**src/common/atop_settings.svh**
```systemverilog
// Width and depth settings for the atomic-operation resolver
// Address, data and id widths plus the response buffer depth

`ifndef ATOP_SETTINGS_SVH
`define ATOP_SETTINGS_SVH

`define ATOP_ADDR_WIDTH 32
`define ATOP_DATA_WIDTH 32
`define ATOP_ID_WIDTH   4

// Entries in each response buffer
`define ATOP_RSP_DEPTH  2

`endif

```
**src/common/atop_pkg.sv**
```systemverilog
// Types shared by the atomic-operation resolver
// Bus vectors, the atomic opcode, the sequencer state and the response entry

`include "atop_settings.svh"

package atop_pkg;

  typedef logic [`ATOP_ADDR_WIDTH-1:0] addr_t;
  typedef logic [`ATOP_DATA_WIDTH-1:0] data_t;
  typedef logic [`ATOP_ID_WIDTH-1:0]   id_t;

  // RISC-V AMO function codes with bit 5 marking an atomic
  typedef enum logic [5:0] {
    ATOP_NONE = 6'h00,
    AMO_ADD   = 6'h20,
    AMO_SWAP  = 6'h21,
    ATOP_LR   = 6'h22,
    ATOP_SC   = 6'h23,
    AMO_XOR   = 6'h24,
    AMO_OR    = 6'h28,
    AMO_AND   = 6'h2C,
    AMO_MIN   = 6'h30,
    AMO_MAX   = 6'h34,
    AMO_MINU  = 6'h38,
    AMO_MAXU  = 6'h3C
  } atop_e;

  typedef enum logic [1:0] {
    IDLE,
    WRITE_BACK
  } amo_state_e;

  typedef struct packed {
    id_t   id;
    data_t data;
    logic  err;
    logic  exokay;
  } rsp_entry_t;

endpackage

```
**src/common/amo_if.sv**
```systemverilog
// Captured atomic operation passed from the decoder to the sequencer

interface amo_if;
  import atop_pkg::*;

  // Strobe for one cycle on the grant of an AMO
  logic  start;
  atop_e op;
  addr_t addr;
  id_t   id;
  // Write data of the request, the second ALU operand
  data_t operand;

  modport decoder (
    output start, op, addr, id, operand
  );

  modport sequencer (
    input start, op, addr, id, operand
  );

endinterface

```
**src/rtl/amo/amo_alu.sv**
```systemverilog
// Atomic ALU for the nine RISC-V AMO operations
// A single adder with carry-in serves add and all four compares

`include "atop_settings.svh"

module amo_alu (
  input  atop_pkg::atop_e op_i,
  input  atop_pkg::data_t mem_data_i,
  input  atop_pkg::data_t operand_i,
  output atop_pkg::data_t result_o
);
  import atop_pkg::*;

  localparam int DW = `ATOP_DATA_WIDTH;

  logic          sgn;
  logic          sub;
  logic [DW:0]   ext_a, ext_b, sum;
  logic          a_lt_b;

  // Sign extension for the signed compares, zero extension otherwise
  assign sgn   = (op_i == AMO_MIN) || (op_i == AMO_MAX);
  assign sub   = (op_i == AMO_MIN) || (op_i == AMO_MAX) ||
                 (op_i == AMO_MINU) || (op_i == AMO_MAXU);
  assign ext_a = {sgn & mem_data_i[DW-1], mem_data_i};
  assign ext_b = {sgn & operand_i[DW-1], operand_i};

  // Subtraction is the inverted operand plus a carry-in
  assign sum    = ext_a + (ext_b ^ {(DW + 1){sub}}) + {{DW{1'b0}}, sub};
  assign a_lt_b = sum[DW];

  always_comb begin
    case (op_i)
      AMO_SWAP:           result_o = operand_i;
      AMO_ADD:            result_o = sum[DW-1:0];
      AMO_AND:            result_o = mem_data_i & operand_i;
      AMO_OR:             result_o = mem_data_i | operand_i;
      AMO_XOR:            result_o = mem_data_i ^ operand_i;
      AMO_MIN, AMO_MINU:  result_o = a_lt_b ? mem_data_i : operand_i;
      AMO_MAX, AMO_MAXU:  result_o = a_lt_b ? operand_i : mem_data_i;
      default:            result_o = operand_i;
    endcase
  end

endmodule

```
**src/rtl/amo/amo_sequencer.sv**
```systemverilog
// AMO sequencer
// Forwards plain requests and owns the memory port for the AMO write-back

`include "atop_settings.svh"

module amo_sequencer (
  input  logic                          clk_i,
  input  logic                          rst_ni,
  amo_if.sequencer                      amo,
  input  logic                          req_i,
  input  atop_pkg::addr_t               addr_i,
  input  logic                          we_i,
  input  logic [`ATOP_DATA_WIDTH/8-1:0] be_i,
  input  atop_pkg::data_t               wdata_i,
  input  atop_pkg::id_t                 aid_i,
  input  logic                          sc_we_i,
  input  logic                          room_i,
  input  logic                          mem_gnt_i,
  input  logic                          mem_rvalid_i,
  input  atop_pkg::data_t               mem_rdata_i,
  output logic                          gnt_o,
  output logic                          idle_o,
  output logic                          writeback_o,
  output logic                          mem_req_o,
  output atop_pkg::addr_t               mem_addr_o,
  output logic                          mem_we_o,
  output logic [`ATOP_DATA_WIDTH/8-1:0] mem_be_o,
  output atop_pkg::data_t               mem_wdata_o,
  output atop_pkg::id_t                 mem_aid_o
);
  import atop_pkg::*;

  amo_state_e state_q, state_d;
  atop_e op_q;
  addr_t addr_q;
  id_t   id_q;
  data_t operand_q;
  data_t rdata_q;
  data_t old_value;
  data_t result;
  logic  wb_pending_q;
  logic  is_amo;

  // Opcode of the request currently presented
  assign is_amo = amo.op[5] & (amo.op != ATOP_LR) & (amo.op != ATOP_SC);

  // The old value is live on the read response and held afterwards
  assign old_value = mem_rvalid_i ? mem_rdata_i : rdata_q;

  amo_alu i_amo_alu (
    .op_i      (op_q),
    .mem_data_i(old_value),
    .operand_i (operand_q),
    .result_o  (result)
  );

  assign idle_o      = (state_q == IDLE);
  assign writeback_o = wb_pending_q;

  always_comb begin
    state_d     = state_q;
    gnt_o       = req_i & mem_gnt_i & room_i;
    mem_req_o   = req_i & room_i;
    mem_addr_o  = addr_i;
    // The AMO itself goes out as a read
    mem_we_o    = we_i & sc_we_i & ~is_amo;
    mem_be_o    = be_i;
    mem_wdata_o = wdata_i;
    mem_aid_o   = aid_i;
    case (state_q)
      IDLE: begin
        if (amo.start) begin
          state_d = WRITE_BACK;
        end
      end
      WRITE_BACK: begin
        gnt_o       = 1'b0;
        mem_req_o   = 1'b1;
        mem_addr_o  = addr_q;
        mem_we_o    = 1'b1;
        mem_be_o    = '1;
        mem_wdata_o = result;
        mem_aid_o   = id_q;
        if (mem_gnt_i) begin
          state_d = IDLE;
        end
      end
      default: state_d = IDLE;
    endcase
  end

  // --------------------
  // Registers

  always_ff @(posedge clk_i or negedge rst_ni) begin
    if (!rst_ni) begin
      state_q      <= IDLE;
      wb_pending_q <= 1'b0;
    end else begin
      state_q <= state_d;
      // The next memory response after the write-back grant belongs to it
      if ((state_q == WRITE_BACK) && mem_gnt_i) begin
        wb_pending_q <= 1'b1;
      end else if (mem_rvalid_i) begin
        wb_pending_q <= 1'b0;
      end
    end
  end

  always_ff @(posedge clk_i) begin
    if (amo.start) begin
      op_q      <= amo.op;
      addr_q    <= amo.addr;
      id_q      <= amo.id;
      operand_q <= amo.operand;
    end
    if (mem_rvalid_i) begin
      rdata_q <= mem_rdata_i;
    end
  end

endmodule

```
**src/rtl/lrsc_monitor.sv**
```systemverilog
// Request classifier and LR/SC reservation tracker
// Starts AMOs on the sequencer interface and reports SC outcomes

module lrsc_monitor (
  input  logic            clk_i,
  input  logic            rst_ni,
  input  logic            grant_i,
  input  atop_pkg::addr_t addr_i,
  input  logic            we_i,
  input  atop_pkg::id_t   aid_i,
  input  atop_pkg::atop_e atop_i,
  input  atop_pkg::data_t wdata_i,
  amo_if.decoder          amo,
  output logic            sc_we_o,
  output logic            sc_result_o,
  output logic            sc_done_o
);
  import atop_pkg::*;

  typedef struct packed {
    logic  valid;
    addr_t addr;
    id_t   id;
  } reservation_t;

  reservation_t res_q, res_d;
  logic is_lr, is_sc, is_amo;
  logic sc_ok;
  logic result_d;

  assign is_lr  = (atop_i == ATOP_LR);
  assign is_sc  = (atop_i == ATOP_SC);
  assign is_amo = atop_i[5] & ~is_lr & ~is_sc;

  // The SC succeeds when its requester holds the reservation on this address
  assign sc_ok = is_sc & res_q.valid & (res_q.id == aid_i) & (res_q.addr == addr_i);

  // An SC arrives as a store and only keeps its write enable when it succeeds
  assign sc_we_o = ~is_sc | sc_ok;

  assign amo.start   = grant_i & is_amo;
  assign amo.op      = atop_i;
  assign amo.addr    = addr_i;
  assign amo.id      = aid_i;
  assign amo.operand = wdata_i;

  always_comb begin
    res_d    = res_q;
    result_d = 1'b0;
    if (grant_i) begin
      if (is_lr && (!res_q.valid || res_q.id == aid_i)) begin
        res_d    = '{valid: 1'b1, addr: addr_i, id: aid_i};
        result_d = 1'b1;
      end
      // A foreign store or AMO to the reserved word breaks the reservation
      if ((aid_i != res_q.id) && (addr_i == res_q.addr) && (is_amo || we_i)) begin
        res_d.valid = 1'b0;
      end
      if (is_sc && res_q.valid && (res_q.id == aid_i)) begin
        res_d.valid = 1'b0;
        result_d    = sc_ok;
      end
    end
  end

  always_ff @(posedge clk_i or negedge rst_ni) begin
    if (!rst_ni) begin
      res_q       <= '0;
      sc_result_o <= 1'b0;
      sc_done_o   <= 1'b0;
    end else begin
      res_q       <= res_d;
      sc_result_o <= result_d;
      sc_done_o   <= grant_i & is_sc;
    end
  end

endmodule

```
**src/rtl/response_queue.sv**
```systemverilog
// Response queue for the requester port
// Ids are written on grant and data on the memory response, both in order

`include "atop_settings.svh"

module response_queue (
  input  logic            clk_i,
  input  logic            rst_ni,
  input  logic            grant_i,
  input  atop_pkg::id_t   aid_i,
  input  logic            writeback_i,
  input  logic            sc_done_i,
  input  logic            sc_result_i,
  input  logic            mem_rvalid_i,
  input  atop_pkg::data_t mem_rdata_i,
  input  logic            mem_err_i,
  output logic            room_o,
  output logic            rvalid_o,
  output atop_pkg::data_t rdata_o,
  output atop_pkg::id_t   rid_o,
  output logic            err_o,
  output logic            exokay_o
);
  import atop_pkg::*;

  localparam int DEPTH = `ATOP_RSP_DEPTH;
  localparam int PTR_W = $clog2(DEPTH);

  // Slot k holds the id of grant k and later the data of response k
  rsp_entry_t entries_q [DEPTH];
  rsp_entry_t incoming, head;
  logic [PTR_W-1:0] id_wptr_q, data_wptr_q, rptr_q;
  logic [PTR_W:0]   id_cnt_q, data_cnt_q;
  logic push_data;
  logic pop;

  assign push_data = mem_rvalid_i & ~writeback_i;

  // An SC reports 0 on success and 1 on failure
  always_comb begin
    incoming.id     = entries_q[rptr_q].id;
    incoming.data   = sc_done_i ? {{(`ATOP_DATA_WIDTH - 1){1'b0}}, ~sc_result_i} : mem_rdata_i;
    incoming.err    = mem_err_i;
    incoming.exokay = sc_result_i;
    head = (data_cnt_q == '0) ? incoming : entries_q[rptr_q];
  end

  assign rvalid_o = (id_cnt_q != '0) & ((data_cnt_q != '0) | push_data);
  assign pop      = rvalid_o;
  assign room_o   = (id_cnt_q < DEPTH);
  assign rdata_o  = head.data;
  assign rid_o    = head.id;
  assign err_o    = head.err;
  assign exokay_o = head.exokay;

  always_ff @(posedge clk_i or negedge rst_ni) begin
    if (!rst_ni) begin
      id_wptr_q   <= '0;
      data_wptr_q <= '0;
      rptr_q      <= '0;
      id_cnt_q    <= '0;
      data_cnt_q  <= '0;
    end else begin
      id_wptr_q   <= id_wptr_q + PTR_W'(grant_i);
      data_wptr_q <= data_wptr_q + PTR_W'(push_data);
      rptr_q      <= rptr_q + PTR_W'(pop);
      id_cnt_q    <= id_cnt_q + (PTR_W + 1)'(grant_i) - (PTR_W + 1)'(pop);
      data_cnt_q  <= data_cnt_q + (PTR_W + 1)'(push_data) - (PTR_W + 1)'(pop);
    end
  end

  always_ff @(posedge clk_i) begin
    if (grant_i) begin
      entries_q[id_wptr_q].id <= aid_i;
    end
    if (push_data) begin
      entries_q[data_wptr_q].data   <= incoming.data;
      entries_q[data_wptr_q].err    <= incoming.err;
      entries_q[data_wptr_q].exokay <= incoming.exokay;
    end
  end

endmodule

```
**src/rtl/atop_resolver.sv**
```systemverilog
// Atomic-operation resolver top level
// Connects the LR/SC monitor, the AMO sequencer and the response queue

`include "atop_settings.svh"

module atop_resolver (
  input  logic                             clk_i,
  input  logic                             rst_ni,
  // Requester port
  input  logic                             req_i,
  input  atop_pkg::addr_t                  addr_i,
  input  logic                             we_i,
  input  logic [`ATOP_DATA_WIDTH/8-1:0]    be_i,
  input  atop_pkg::data_t                  wdata_i,
  input  atop_pkg::id_t                    aid_i,
  input  atop_pkg::atop_e                  atop_i,
  output logic                             gnt_o,
  output logic                             rvalid_o,
  output atop_pkg::data_t                  rdata_o,
  output atop_pkg::id_t                    rid_o,
  output logic                             err_o,
  output logic                             exokay_o,
  // Memory port
  output logic                             mem_req_o,
  output atop_pkg::addr_t                  mem_addr_o,
  output logic                             mem_we_o,
  output logic [`ATOP_DATA_WIDTH/8-1:0]    mem_be_o,
  output atop_pkg::data_t                  mem_wdata_o,
  output atop_pkg::id_t                    mem_aid_o,
  input  logic                             mem_gnt_i,
  input  logic                             mem_rvalid_i,
  input  atop_pkg::data_t                  mem_rdata_i,
  input  logic                             mem_err_i
);

  amo_if amo ();

  logic sc_we;
  logic sc_result;
  logic sc_done;
  logic room;
  // Sequencer is not busy with a write-back
  logic seq_idle;
  logic writeback;

  // gnt_o is only raised together with req_i, so it marks the transfer cycle
  lrsc_monitor i_lrsc_monitor (
    .clk_i,
    .rst_ni,
    .grant_i    (gnt_o),
    .addr_i,
    .we_i,
    .aid_i,
    .atop_i,
    .wdata_i,
    .amo        (amo.decoder),
    .sc_we_o    (sc_we),
    .sc_result_o(sc_result),
    .sc_done_o  (sc_done)
  );

  amo_sequencer i_amo_sequencer (
    .clk_i,
    .rst_ni,
    .amo         (amo.sequencer),
    .req_i,
    .addr_i,
    .we_i,
    .be_i,
    .wdata_i,
    .aid_i,
    .sc_we_i     (sc_we),
    .room_i      (room),
    .mem_gnt_i,
    .mem_rvalid_i,
    .mem_rdata_i,
    .gnt_o,
    .idle_o      (seq_idle),
    .writeback_o (writeback),
    .mem_req_o,
    .mem_addr_o,
    .mem_we_o,
    .mem_be_o,
    .mem_wdata_o,
    .mem_aid_o
  );

  response_queue i_response_queue (
    .clk_i,
    .rst_ni,
    .grant_i     (gnt_o),
    .aid_i,
    .writeback_i (writeback),
    .sc_done_i   (sc_done),
    .sc_result_i (sc_result),
    .mem_rvalid_i,
    .mem_rdata_i,
    .mem_err_i,
    .room_o      (room),
    .rvalid_o,
    .rdata_o,
    .rid_o,
    .err_o,
    .exokay_o
  );

endmodule

```
**config.mk**
```make
export PLATFORM = sky130hd
export DESIGN_NAME = atop_resolver
export DESIGN_NICKNAME = d
export VERILOG_FILES = /design/src/common/atop_pkg.sv /design/src/common/amo_if.sv /design/src/rtl/amo/amo_alu.sv /design/src/rtl/amo/amo_sequencer.sv /design/src/rtl/lrsc_monitor.sv /design/src/rtl/response_queue.sv /design/src/rtl/atop_resolver.sv
export VERILOG_INCLUDE_DIRS = /design/src /design/src/common
export SDC_FILE = /design/constraint.sdc
export NUM_CORES = 1
export LEC_CHECK = 0
export BUFFER_PORTS_ARGS = -buffer_cell sky130_fd_sc_hd__buf_2
export CORE_MARGIN = 5
export CORE_UTILIZATION = 35
export DETAILED_ROUTE_END_ITERATION = 8
export PLACE_DENSITY = 0.62
export SYNTH_ARGS = -nofsm -noshare
export SYNTH_HDL_FRONTEND = slang
export SYNTH_SLANG_ARGS = --single-unit
```
**constraint.sdc**
```tcl
create_clock -name clk_i -period 8.2 [get_ports clk_i]
set_clock_uncertainty 0.15 [all_clocks]
set_input_delay 0 -clock clk_i [delete_from_list [all_inputs] [get_ports clk_i]]
set_output_delay 0 -clock clk_i [all_outputs]
set_load 0.01 [all_outputs]
```
==> flow_summary.toml, run 1 <==
[clock_tree]
cts_resized = 0
cts_inserted_buffers = 28
clock_latency_ns = 0.56
clock-sinks = 230
clock-root-buffer = "clkbuf_16"
cts_max_level = 1
cts_tree = "built"
clk_pin_slew_ns = 0.06
clk_path_buf_depth = 3
cts_setup_buffers = 0

[logic_synthesis]
synth.yosys.seq_area_share = 0.440
syn-cell-area_um2 = 14400
synth_warnings = 0
synthTopCellsByArea = "edfxtp_1 31%, ha_1 8.9%, dfrtp_1 8.3%"
synth_ff_type = "edfxtp_1"
syn_area_per_cell_um2 = 10.7
async_reset_ff_frac = 0.209
ys_top_cells_by_count = "150 x edfxtp_1, 111 x a21oi_1, 103 x ha_1"
synth-edff-count = 150
syn_nets = 1572
yosysMostFrequentCell = "edfxtp_1"
netlist_instances = 1351
ys_ff_latch = 230
yosys.area.top_type = "edfxtp_1"
synth_cell_types = 75
yosys.area.top_type_share = 0.312

[timing]
rsz0062_at_grt = "no"
tightest_slew_ns = 1.13
setup_tns_ns = 0
slew_headroom = 0.248
post-route-period-util = 0.706
fin_crit_ns = 5.79
fmax_mhz = 173
finalMaxSlewViolations = 0
finalSetupViolations = 0
finalHoldViolations = 0

[die]
die_area_um2 = 45300
core_area_um2 = 40800
fp.dieW_um = 213
die_h_um = 213
std_cell_rows = 74
start_util = 0.353
ios = 231

[power_and_ir_drop]
pwr-share-comb = 0.329
p_clk_frac = 0.315
p_seq_frac = 0.356
power.total_mw = 4.11
intPower_mw = 2.75
p_sw_mw = 1.36
ir_drop_mv = 0.153
powerDensity_nw_per_um2 = 225
p_leak_nw = 7.82
p_sw_frac = 0.332

[critical_path]
worstPathRequired_ns = 8.05
max_stage_delay_ns = 0.64
cp_slowest_cell = "nand4bb_2"
cp-start-kind = "register"
cpMostUsedCell = "buf_4"
cp_max_fo = 25
critical_path_class = "reg -> out"
crit_arrival_ns = 5.64
path_cells = "nand4bb_2, buf_4, xnor2_1, ha_1, a21oi_1, o21ai_0, nor4_2, a2111oi_4, nand3_4, xnor2_2, and2_1, buf_4, nor2_1, o31ai_1, buf_2"
cp-end-kind = "primary output"

[routing]
ant_nets = 0
postRouteWirelength_um = 43100
drc = 0
first_pass_iters = 5
drt_iter0_drc = 806
via_per_inst = 5.21
post_drt_wl_per_cell_um = 19.3
num_vias = 11700

[worst_hold_path]
hp-class = "in -> reg"

[finish]
area_growth_pct = 27.0
fin_util = 0.448
layout-drive-gt1-share = 0.248
final_nets = 1903
fillers = 3848

[global_routing]
grt_first_pass_wirelength_um = 65600
grt_pass1_vias = 11700
grt_antenna_before_repair = 1
grt_overflow_total = 0
grt.total_usage = 0.183
grt_start_max_net_pins = 69

[placement]
gp_congestion = 0.903
port_buffers = 230
place_hpwl_um = 30300

[run_status]
status = "complete, no violations"

[run]
drv_cap = 0
cell families after synthesis:
| kind of cell | after synthesis | share of synthesized area |
|---|---|---|
| compound gates | 333 | 0.154 |
| flops | 230 | 0.440 |
| simple gates | 272 | 0.0935 |
| xor+xnor | 101 | 0.0619 |
| buf+inv | 164 | 0.0483 |
| mux | 147 | 0.111 |
| fa+ha+maj | 104 | 0.0908 |
state kept, by name (all words and copies together) (netlist names):
signal	flops
i_response_queue.entries_q	76
i_amo_sequencer.writeback_o	1
i_lrsc_monitor.sc_done_o	1
i_response_queue.data_cnt_q	2
i_amo_sequencer.state_q	1
i_amo_sequencer.op_q	6
i_response_queue.id_wptr_q	1
i_lrsc_monitor.sc_result_o	1
i_amo_sequencer.operand_q	32
i_amo_sequencer.addr_q	32
i_amo_sequencer.id_q	4
i_response_queue.id_cnt_q	2
i_response_queue.data_wptr_q	1
i_lrsc_monitor.res_q	37
i_amo_sequencer.rdata_q	32
i_response_queue.rptr_q	1
power by group through the flow:
stage	registers, mW	clock network (mW)	logic (mW)
floorplan	1.47	0	0.886
global placement	1.48	0	1.29
detailed placement	1.49	0	1.31
CTS	1.46	1.34	1.36
global route	1.48	1.39	1.49
finish	1.46	1.30	1.35
per-stage QoR:
stage	area (um2)	setup slack, ns	hold slack (ns)	std cells
after floorplan	14400	0.806	-0.446	1351
after global placement	16000	3.06	-0.00721	2056
after detailed placement	16000	3.08	0.00275	2056
after CTS	18300	2.44	0.00108	2236
after global routing	18300	2.00	0.0189	2237
final	18300	2.41	0.0319	2237
area by class of cell:
class	count	area [um2]	share of cell area
well taps	532	666	0.0364
inverters	89	334	0.0182
repair buffers	376	2570	0.140
diodes	1	2.50	0.000137
clock buffers	40	817	0.0446
clock inverters	12	163	0.00888
multi-input cells	957	7410	0.405
flip-flops and latches	230	6350	0.347
placed cells by master, fill, tap and decap left out, types with 8 or more instances in the layout:
cell           count
ha_1             103
mux2_2            84
nor2_1            88
xnor2_1           54
nand4_1           13
nand2_1           66
a31oi_1            8
clkbuf_16         29
dfrtp_1           46
dfxtp_1           32
a21o_1             9
a221oi_2          10
nor4_1            10
a22oi_1            9
nand3_1            8
dlygate4sd3_1    128
nor2b_1           35
edfxtp_1         150
o22ai_1           21
o211ai_1          22
buf_4             18
nor3_1            10
o21ai_1           12
o21ai_0           53
a21oi_1          111
xor2_1            46
buf_2            230
inv_1             87
a211oi_1          19
mux2i_1           60
layer usage:
metal	routed length, um	GRT usage	up-vias
met5	106	0.0172	-
met4	1230	0.0543	2
met3	2760	0.0317	84
met2	20000	0.297	375
met1	19000	0.250	5573
li1	-	-	5630
worst max-delay path, delay by kind of cell (launching register included):
| kind | cells | cell delay (ns) |
|---|---|---|
| fa+ha+maj | 1 | 0.42 |
| flops | 1 | 0.54 |
| buf+inv | 3 | 1.08 |
| simple gates | 5 | 1.23 |
| xor+xnor | 2 | 0.44 |
| compound gates | 4 | 1.34 |
timing repair:
item,CTS,global route
hold buffers,128,0
endpoints found under the setup margin,0,0
hold endpoints to repair,271,0
worst paths after layout:
path	to	cells after the start	start	slack, ns
min in group asynchronous	i_lrsc_monitor.res_q[13]	4	rst_ni	0.47
max in group asynchronous	i_amo_sequencer.state_q[0]	4	rst_ni	6.94
worst min register to register	i_response_queue.data_cnt_q[1]	1	i_response_queue.data_cnt_q[1]	0.33
worst max-delay path	mem_wdata_o[1]	15	i_amo_sequencer.op_q[4]	2.41
worst max register to register	i_amo_sequencer.operand_q[2]	5	i_amo_sequencer.state_q[0]	5.57
worst min-delay path	i_amo_sequencer.operand_q[5]	2	wdata_i[5]	0.03
(Power assumes the default switching activity.)
==> inputs of run 2 (changes only) <==
Clock period 8.2 ns to 5.62 ns, I/O delays scaled along.
==> run 2 against run 1 <==
Sequential share of layout area rose by 0.24 points. Die area unchanged. Via count rose by 0.33%. Register-to-register slack worse by 2.9 ns. Routed wire length decreased by 0.20%. Worst hold slack got worse by 0.0065 ns. Global-route usage grew 0.062 points. First-iteration DRC count up 14%. Critical path depth up 2. Cell area fell by 0.70%. Sequential power grew 47%. Flip-flop and latch count unchanged. Highest routed layer is now met4.
==> flow_summary.toml, run 2 (same netlist as run 1, synthesis figures left out) <==
[placement]
gp_congestion = 0.923
place_area_um2 = 16100
place_hpwl_um = 30700
port_buffers = 230
dpl.cell_count = 2064

[critical_path]
path_buf_inv = 3
cp_slowest_cell = "edfxtp_1"
crit_arrival_ns = 5.14
critical_path_class = "reg -> out"
crit_family = "compound AO/OA/AOI/OAI gates"
cp_max_fo = 16
cp-start-kind = "register"
cp-end-kind = "primary output"
worstPathRequired_ns = 5.47
max_stage_delay_ns = 0.44
path_cells = "nor3b_4, buf_4, and2_1, a21oi_1, fa_1, nand2b_1, a21oi_2, a21oi_1, o21a_1, o211ai_1, nand3_4, xnor2_2, and2_2, buf_4, a221oi_2, a311oi_1, buf_2"

[power_and_ir_drop]
p_leak_nw = 7.78
power.total_mw = 5.85
ir_drop_mv = 0.184
powerDensity_nw_per_um2 = 322

[routing]
post_drt_wl_per_cell_um = 19.2
ant_nets = 0
via_per_inst = 5.24
drt_iter0_drc = 921
drc = 0
postRouteWirelength_um = 43000
num_vias = 11700
first_pass_iters = 5

[global_routing]
grt_use_met3 = 0.0281
met2_usage = 0.305
grt_pass1_vias = 11800
use_met1 = 0.250
grt_start_max_net_pins = 69
grt_antenna_before_repair = 3
grt.busiest_layer = "met2"
grt_first_pass_wirelength_um = 66500
grt.total_usage = 0.183
grt_overflow_total = 0

[clock_tree]
cts_setup_buffers = 0
clock_latency_ns = 0.57
clock-root-buffer = "clkbuf_16"
cts_tree = "built"
clk_path_buf_depth = 3
cts_max_level = 1
cts_inserted_buffers = 28
clock-sinks = 230
clk_pin_slew_ns = 0.06

[finish]
final_cells = 2235
mostFrequentLayoutCell = "buf_2"
fin_area_um2 = 18200
reg_top3 = "i_response_queue.entries_q: 76 flops, i_lrsc_monitor.res_q: 37 flops"
largest_reg_flops = 76
layout-drive-gt1-share = 0.251
final_nets = 1900
area_growth_pct = 26.1
top_register = "i_response_queue.entries_q"
final_cell_mix = "230 x buf_2, 150 x edfxtp_1, 117 x dlygate4sd3_1, 110 x a21oi_1, 103 x ha_1"

[run]
drv_cap = 0

[timing]
fmax_mhz = 189
finalSetupViolations = 0
slew_headroom = 0.252
rsz0062_at_grt = "no"
post-route-period-util = 0.941
whs_ns = 0.0254
fin_crit_ns = 5.29
finalMaxSlewViolations = 0
setup_tns_ns = 0
tightest_slew_ns = 1.12
finalHoldViolations = 0

[die]
std_cell_rows = 74
fp.dieW_um = 213
start_util = 0.353
die_area_um2 = 45300
ios = 231
core_area_um2 = 40800
die_h_um = 213

[run_status]
status = "complete, no violations"

[worst_hold_path]
hp-class = "in -> reg"
## run 2: through the flow
step | worst slack, ns | utilization
after detailed placement | 0.689 | 0.395
after floorplan | 0.518 | -
final | 0.330 | 0.445
after global routing | 0.0373 | 0.445
after global placement | 0.829 | 0.395
after CTS | 0.0658 | 0.445
## run 2: layer usage
layer	up-vias	wire, um
li1	5603	-
met4	0	924
met5	-	0
met3	65	2430
met2	369	20400
met1	5666	19200
## run 2: power by group
| group | leakage (nW) | switching (mW) | total (mW) | internal [mW] |
|---|---|---|---|---|
| registers | 2.29 | 0.0969 | 2.14 | 2.04 |
| logic | 5.05 | 1.16 | 1.97 | 0.811 |
| clock network | 0.432 | 0.728 | 1.74 | 1.02 |
| total | 7.78 | 1.98 | 5.85 | 3.87 |
## run 2: final timing paths
check | from | to | slack (ns) | cells past startpoint
min reg2reg | i_response_queue.data_cnt_q[1] | i_response_queue.data_cnt_q[1] | 0.32 | 1
max reg2reg | i_amo_sequencer.state_q[0] | i_amo_sequencer.operand_q[16] | 2.70 | 5
max | i_amo_sequencer.op_q[1] | mem_wdata_o[24] | 0.33 | 17
max in group asynchronous | rst_ni | i_amo_sequencer.state_q[0] | 4.35 | 4
min | wdata_i[21] | i_amo_sequencer.operand_q[21] | 0.03 | 2
min in group asynchronous | rst_ni | i_lrsc_monitor.res_q[7] | 0.47 | 4
## run 2: final cells by class
type | instances | area, um2
Clock buffer | 33 | 729
Inverter | 89 | 334
Tap cell | 532 | 666
Antenna cell | 2 | 5.00
Fill cell | 3840 | 22600
Timing Repair Buffer | 373 | 2520
Multi-Input combinational cell | 957 | 7430
Sequential cell | 230 | 6350
Clock inverter | 19 | 153
## run 2: timing repair
| action | CTS | global route |
|---|---|---|
| resized for setup | 0 | 2 |
| hold endpoints to repair | 279 | 0 |
| hold buffers | 117 | 0 |
| setup endpoints to repair | 0 | 17 |
## run 2: worst register-to-register path, stage by stage, from the launching register on
cell     delay (ns)
dfrtp_4        0.69
nor4b_2        0.67
buf_4          0.26
inv_1          0.09
nor3_4         0.17
buf_4          0.49
==> inputs of run 3 (changes only) <==
--- a/config.mk
+++ b/config.mk
@@ -7,9 +7,10 @@
 export NUM_CORES = 1
 export LEC_CHECK = 0
+export ABC_AREA = 1
 export BUFFER_PORTS_ARGS = -buffer_cell sky130_fd_sc_hd__buf_2
 export CORE_MARGIN = 5
 export CORE_UTILIZATION = 35
 export DETAILED_ROUTE_END_ITERATION = 8
-export PLACE_DENSITY = 0.62
+export PLACE_DENSITY = 0.61
 export SYNTH_ARGS = -nofsm -noshare
 export SYNTH_HDL_FRONTEND = slang
==> constraint.sdc (replaced) <==
create_clock -name clk_i -period 5.62 [get_ports clk_i]
set_clock_uncertainty 0.15 [all_clocks]
set_input_delay 0.562 -clock clk_i [delete_from_list [all_inputs] [get_ports clk_i]]
set_output_delay 0.562 -clock clk_i [all_outputs]
set_load 0.01 [all_outputs]
==> run 3 against run 2 <==
Count of clock-buffer cells in the layout rose by 3. First-iteration DRC count up 7.5%. Critical path depth increased by 7. Worst hold slack better by 0.0054 ns. Total power grew 3.9%. Utilization shrank 2.6 points. Critical path type unchanged. Critical endpoint is now mem_wdata_o[6]. Highest routed layer is now met5.
==> flow_summary.toml, run 3 <==
[die]
core_area_um2 = 43200
die_area_um2 = 48000
fp.dieW_um = 219
die_h_um = 219
ios = 231
start_util = 0.355
std_cell_rows = 76

[critical_path]
critical_path_class = "reg -> out"
crit_arrival_ns = 4.41
timing.rr.end = "i_lrsc_monitor.sc_result_o"
reg2reg_from = "i_amo_sequencer.state_q[0]"
cp-start-kind = "register"
cp-end-kind = "primary output"
cp_max_fo = 33
r2r_cells = 5
worstPathRequired_ns = 4.91
r2r_slack_ns = 2.43

[logic_synthesis]
netlist_instances = 1953
yosysMostFrequentCell = "nand2_1"
syn_nets = 2174
ys_top_cells_by_count = "580 x nand2_1, 206 x inv_1, 150 x edfxtp_1"
yosys.area.top_type_share = 0.294
synth_warnings = 0
yosys.area.top_type = "edfxtp_1"
async_reset_ff_frac = 0.209
synth.yosys.seq_area_share = 0.415
syn-cell-area_um2 = 15300
synth-edff-count = 150
ys_ff_latch = 230
syn_area_per_cell_um2 = 7.84
synth_cell_types = 52
synthTopCellsByArea = "edfxtp_1 29%, nand2_1 14%, ha_1 8.4%"
synth_ff_type = "edfxtp_1"

[finish]
regArea_um2 = 6350
largest_reg_flops = 76
top_register = "i_response_queue.entries_q"
area_growth_pct = 18.4
final_nets = 2381
final_cell_mix = "579 x nand2_1, 230 x buf_2, 203 x inv_1, 150 x edfxtp_1, 147 x o21ai_0"
mostFrequentLayoutCell = "nand2_1"
reg_top3 = "i_response_queue.entries_q: 76 flops, i_lrsc_monitor.res_q: 37 flops"
fillers = 4396
fin_util = 0.420
layout-drive-gt1-share = 0.169
multi_input_comb_area_um2 = 7750

[global_routing]
grt_first_pass_wirelength_um = 75800
grt_overflow_total = 0
grt_pass1_vias = 13600
grt_start_max_net_pins = 79
grt.total_usage = 0.198
grt_antenna_before_repair = 7

[timing]
fin_crit_ns = 5.12
rsz0062_at_grt = "no"
whs_ns = 0.0308
setup_tns_ns = 0
fmax_mhz = 195
post-route-period-util = 0.911
tightest_slew_ns = 1.22
slew_headroom = 0.184
finalMaxSlewViolations = 0
finalHoldViolations = 0
finalSetupViolations = 0

[routing]
drt_iter0_drc = 990
postRouteWirelength_um = 49100
drc = 0
post_drt_wl_per_cell_um = 17.7
first_pass_iters = 7
ant_nets = 0
num_vias = 14100
via_per_inst = 5.08

[clock_tree]
cts_inserted_buffers = 28
clock-sinks = 230
clock_latency_ns = 0.58
cts_tree = "built"
cts_setup_buffers = 0
clock-root-buffer = "clkbuf_16"
cts_max_level = 1
cts_resized = 0
clk_pin_slew_ns = 0.06
clk_path_buf_depth = 3

[placement]
gp_congestion = 0.914
port_buffers = 230
place_hpwl_um = 35200

[power_and_ir_drop]
ir_drop_mv = 0.281
p_leak_nw = 8.16
powerDensity_nw_per_um2 = 336

[worst_hold_path]
min_path_cells = 1
hold_path_end = "i_amo_sequencer.operand_q[25]"
worstHoldStart = "wdata_i[25]"
hp-class = "in -> reg"

[run_status]
status = "complete, no violations"

[run]
drv_cap = 0
==> run 3: worst max-delay path, stage by stage, from the launching register on <==
cell	delay, ns
edfxtp_1	0.37
nor2_2	0.28
nand2_1	0.09
buf_4	0.29
xor2_1	0.26
inv_1	0.08
fa_1	0.35
inv_1	0.07
nand2_1	0.07
nand2_1	0.11
nand3_1	0.10
nand2_2	0.12
nand2_2	0.07
nand2_4	0.10
nand2_2	0.08
nand2_2	0.08
nand2_2	0.06
nand2_2	0.35
buf_4	0.32
nand2_1	0.09
o211ai_2	0.07
nand3_1	0.09
nand2_1	0.07
nand2_1	0.05
buf_2	0.13
==> run 3: timing repair <==
action,in CTS,in global routing
hold buffers,16,0
endpoints found under the setup margin,0,0
endpoints found under the hold margin,63,0
==> run 3: area by class of cell <==
cell class	count	area share
diodes	1	0.000138
clock buffers	36	0.0414
clock inverters	16	0.0115
inverters	218	0.0452
multi-input cells	1414	0.428
flip-flops and latches	230	0.350
well taps	585	0.0404
repair buffers	268	0.0835
==> run 3: worst max path at each step <==
stage	start	to	slack, ns	depth (start not counted)
after floorplan	atop_i[1]	i_amo_sequencer.addr_q[0]	0.98	4
after global placement	mem_rvalid_i	mem_wdata_o[3]	0.86	19
after detailed placement	mem_rvalid_i	mem_wdata_o[6]	0.85	19
after CTS	i_amo_sequencer.op_q[1]	mem_wdata_o[6]	0.48	19
after global routing	i_amo_sequencer.op_q[1]	mem_wdata_o[23]	0.12	24
final	i_amo_sequencer.op_q[1]	mem_wdata_o[6]	0.50	24
==> run 3: cell families (layout without fill, tap and decap cells) <==
kind of cell	count (synthesis)	count (layout)	synth area share
AND/OR/NAND/NOR	900	900	0.245
other	0	1	0
XOR/XNOR	67	67	0.0383
adder cells (fa/ha/maj)	104	104	0.0855
AO/OA/AOI/OAI	343	343	0.136
buffers and inverters	309	538	0.0804
flip-flops	230	230	0.415
==> run 3: through the flow <==
step	power, mW	area, um2	setup WS (ns)	std cells
after floorplan	3.46	15300	0.979	1953
after global placement	4.20	17000	0.862	2699
after detailed placement	4.23	17000	0.855	2699
after CTS	6.17	18100	0.479	2767
after global routing	6.46	18100	0.117	2768
final	6.08	18100	0.499	2768
==> run 3: power breakdown <==
part	internal, mW	total [mW]	switching (mW)
logic	0.688	2.06	1.37
clock network	1.13	1.89	0.761
registers	2.04	2.13	0.0905
total	3.85	6.08	2.23
==> run 3: routing by layer <==
metal	track usage	routed length, um
met3	0.0356	3580
met2	0.319	21800
met5	0	84
met4	0.0569	1570
met1	0.274	22100
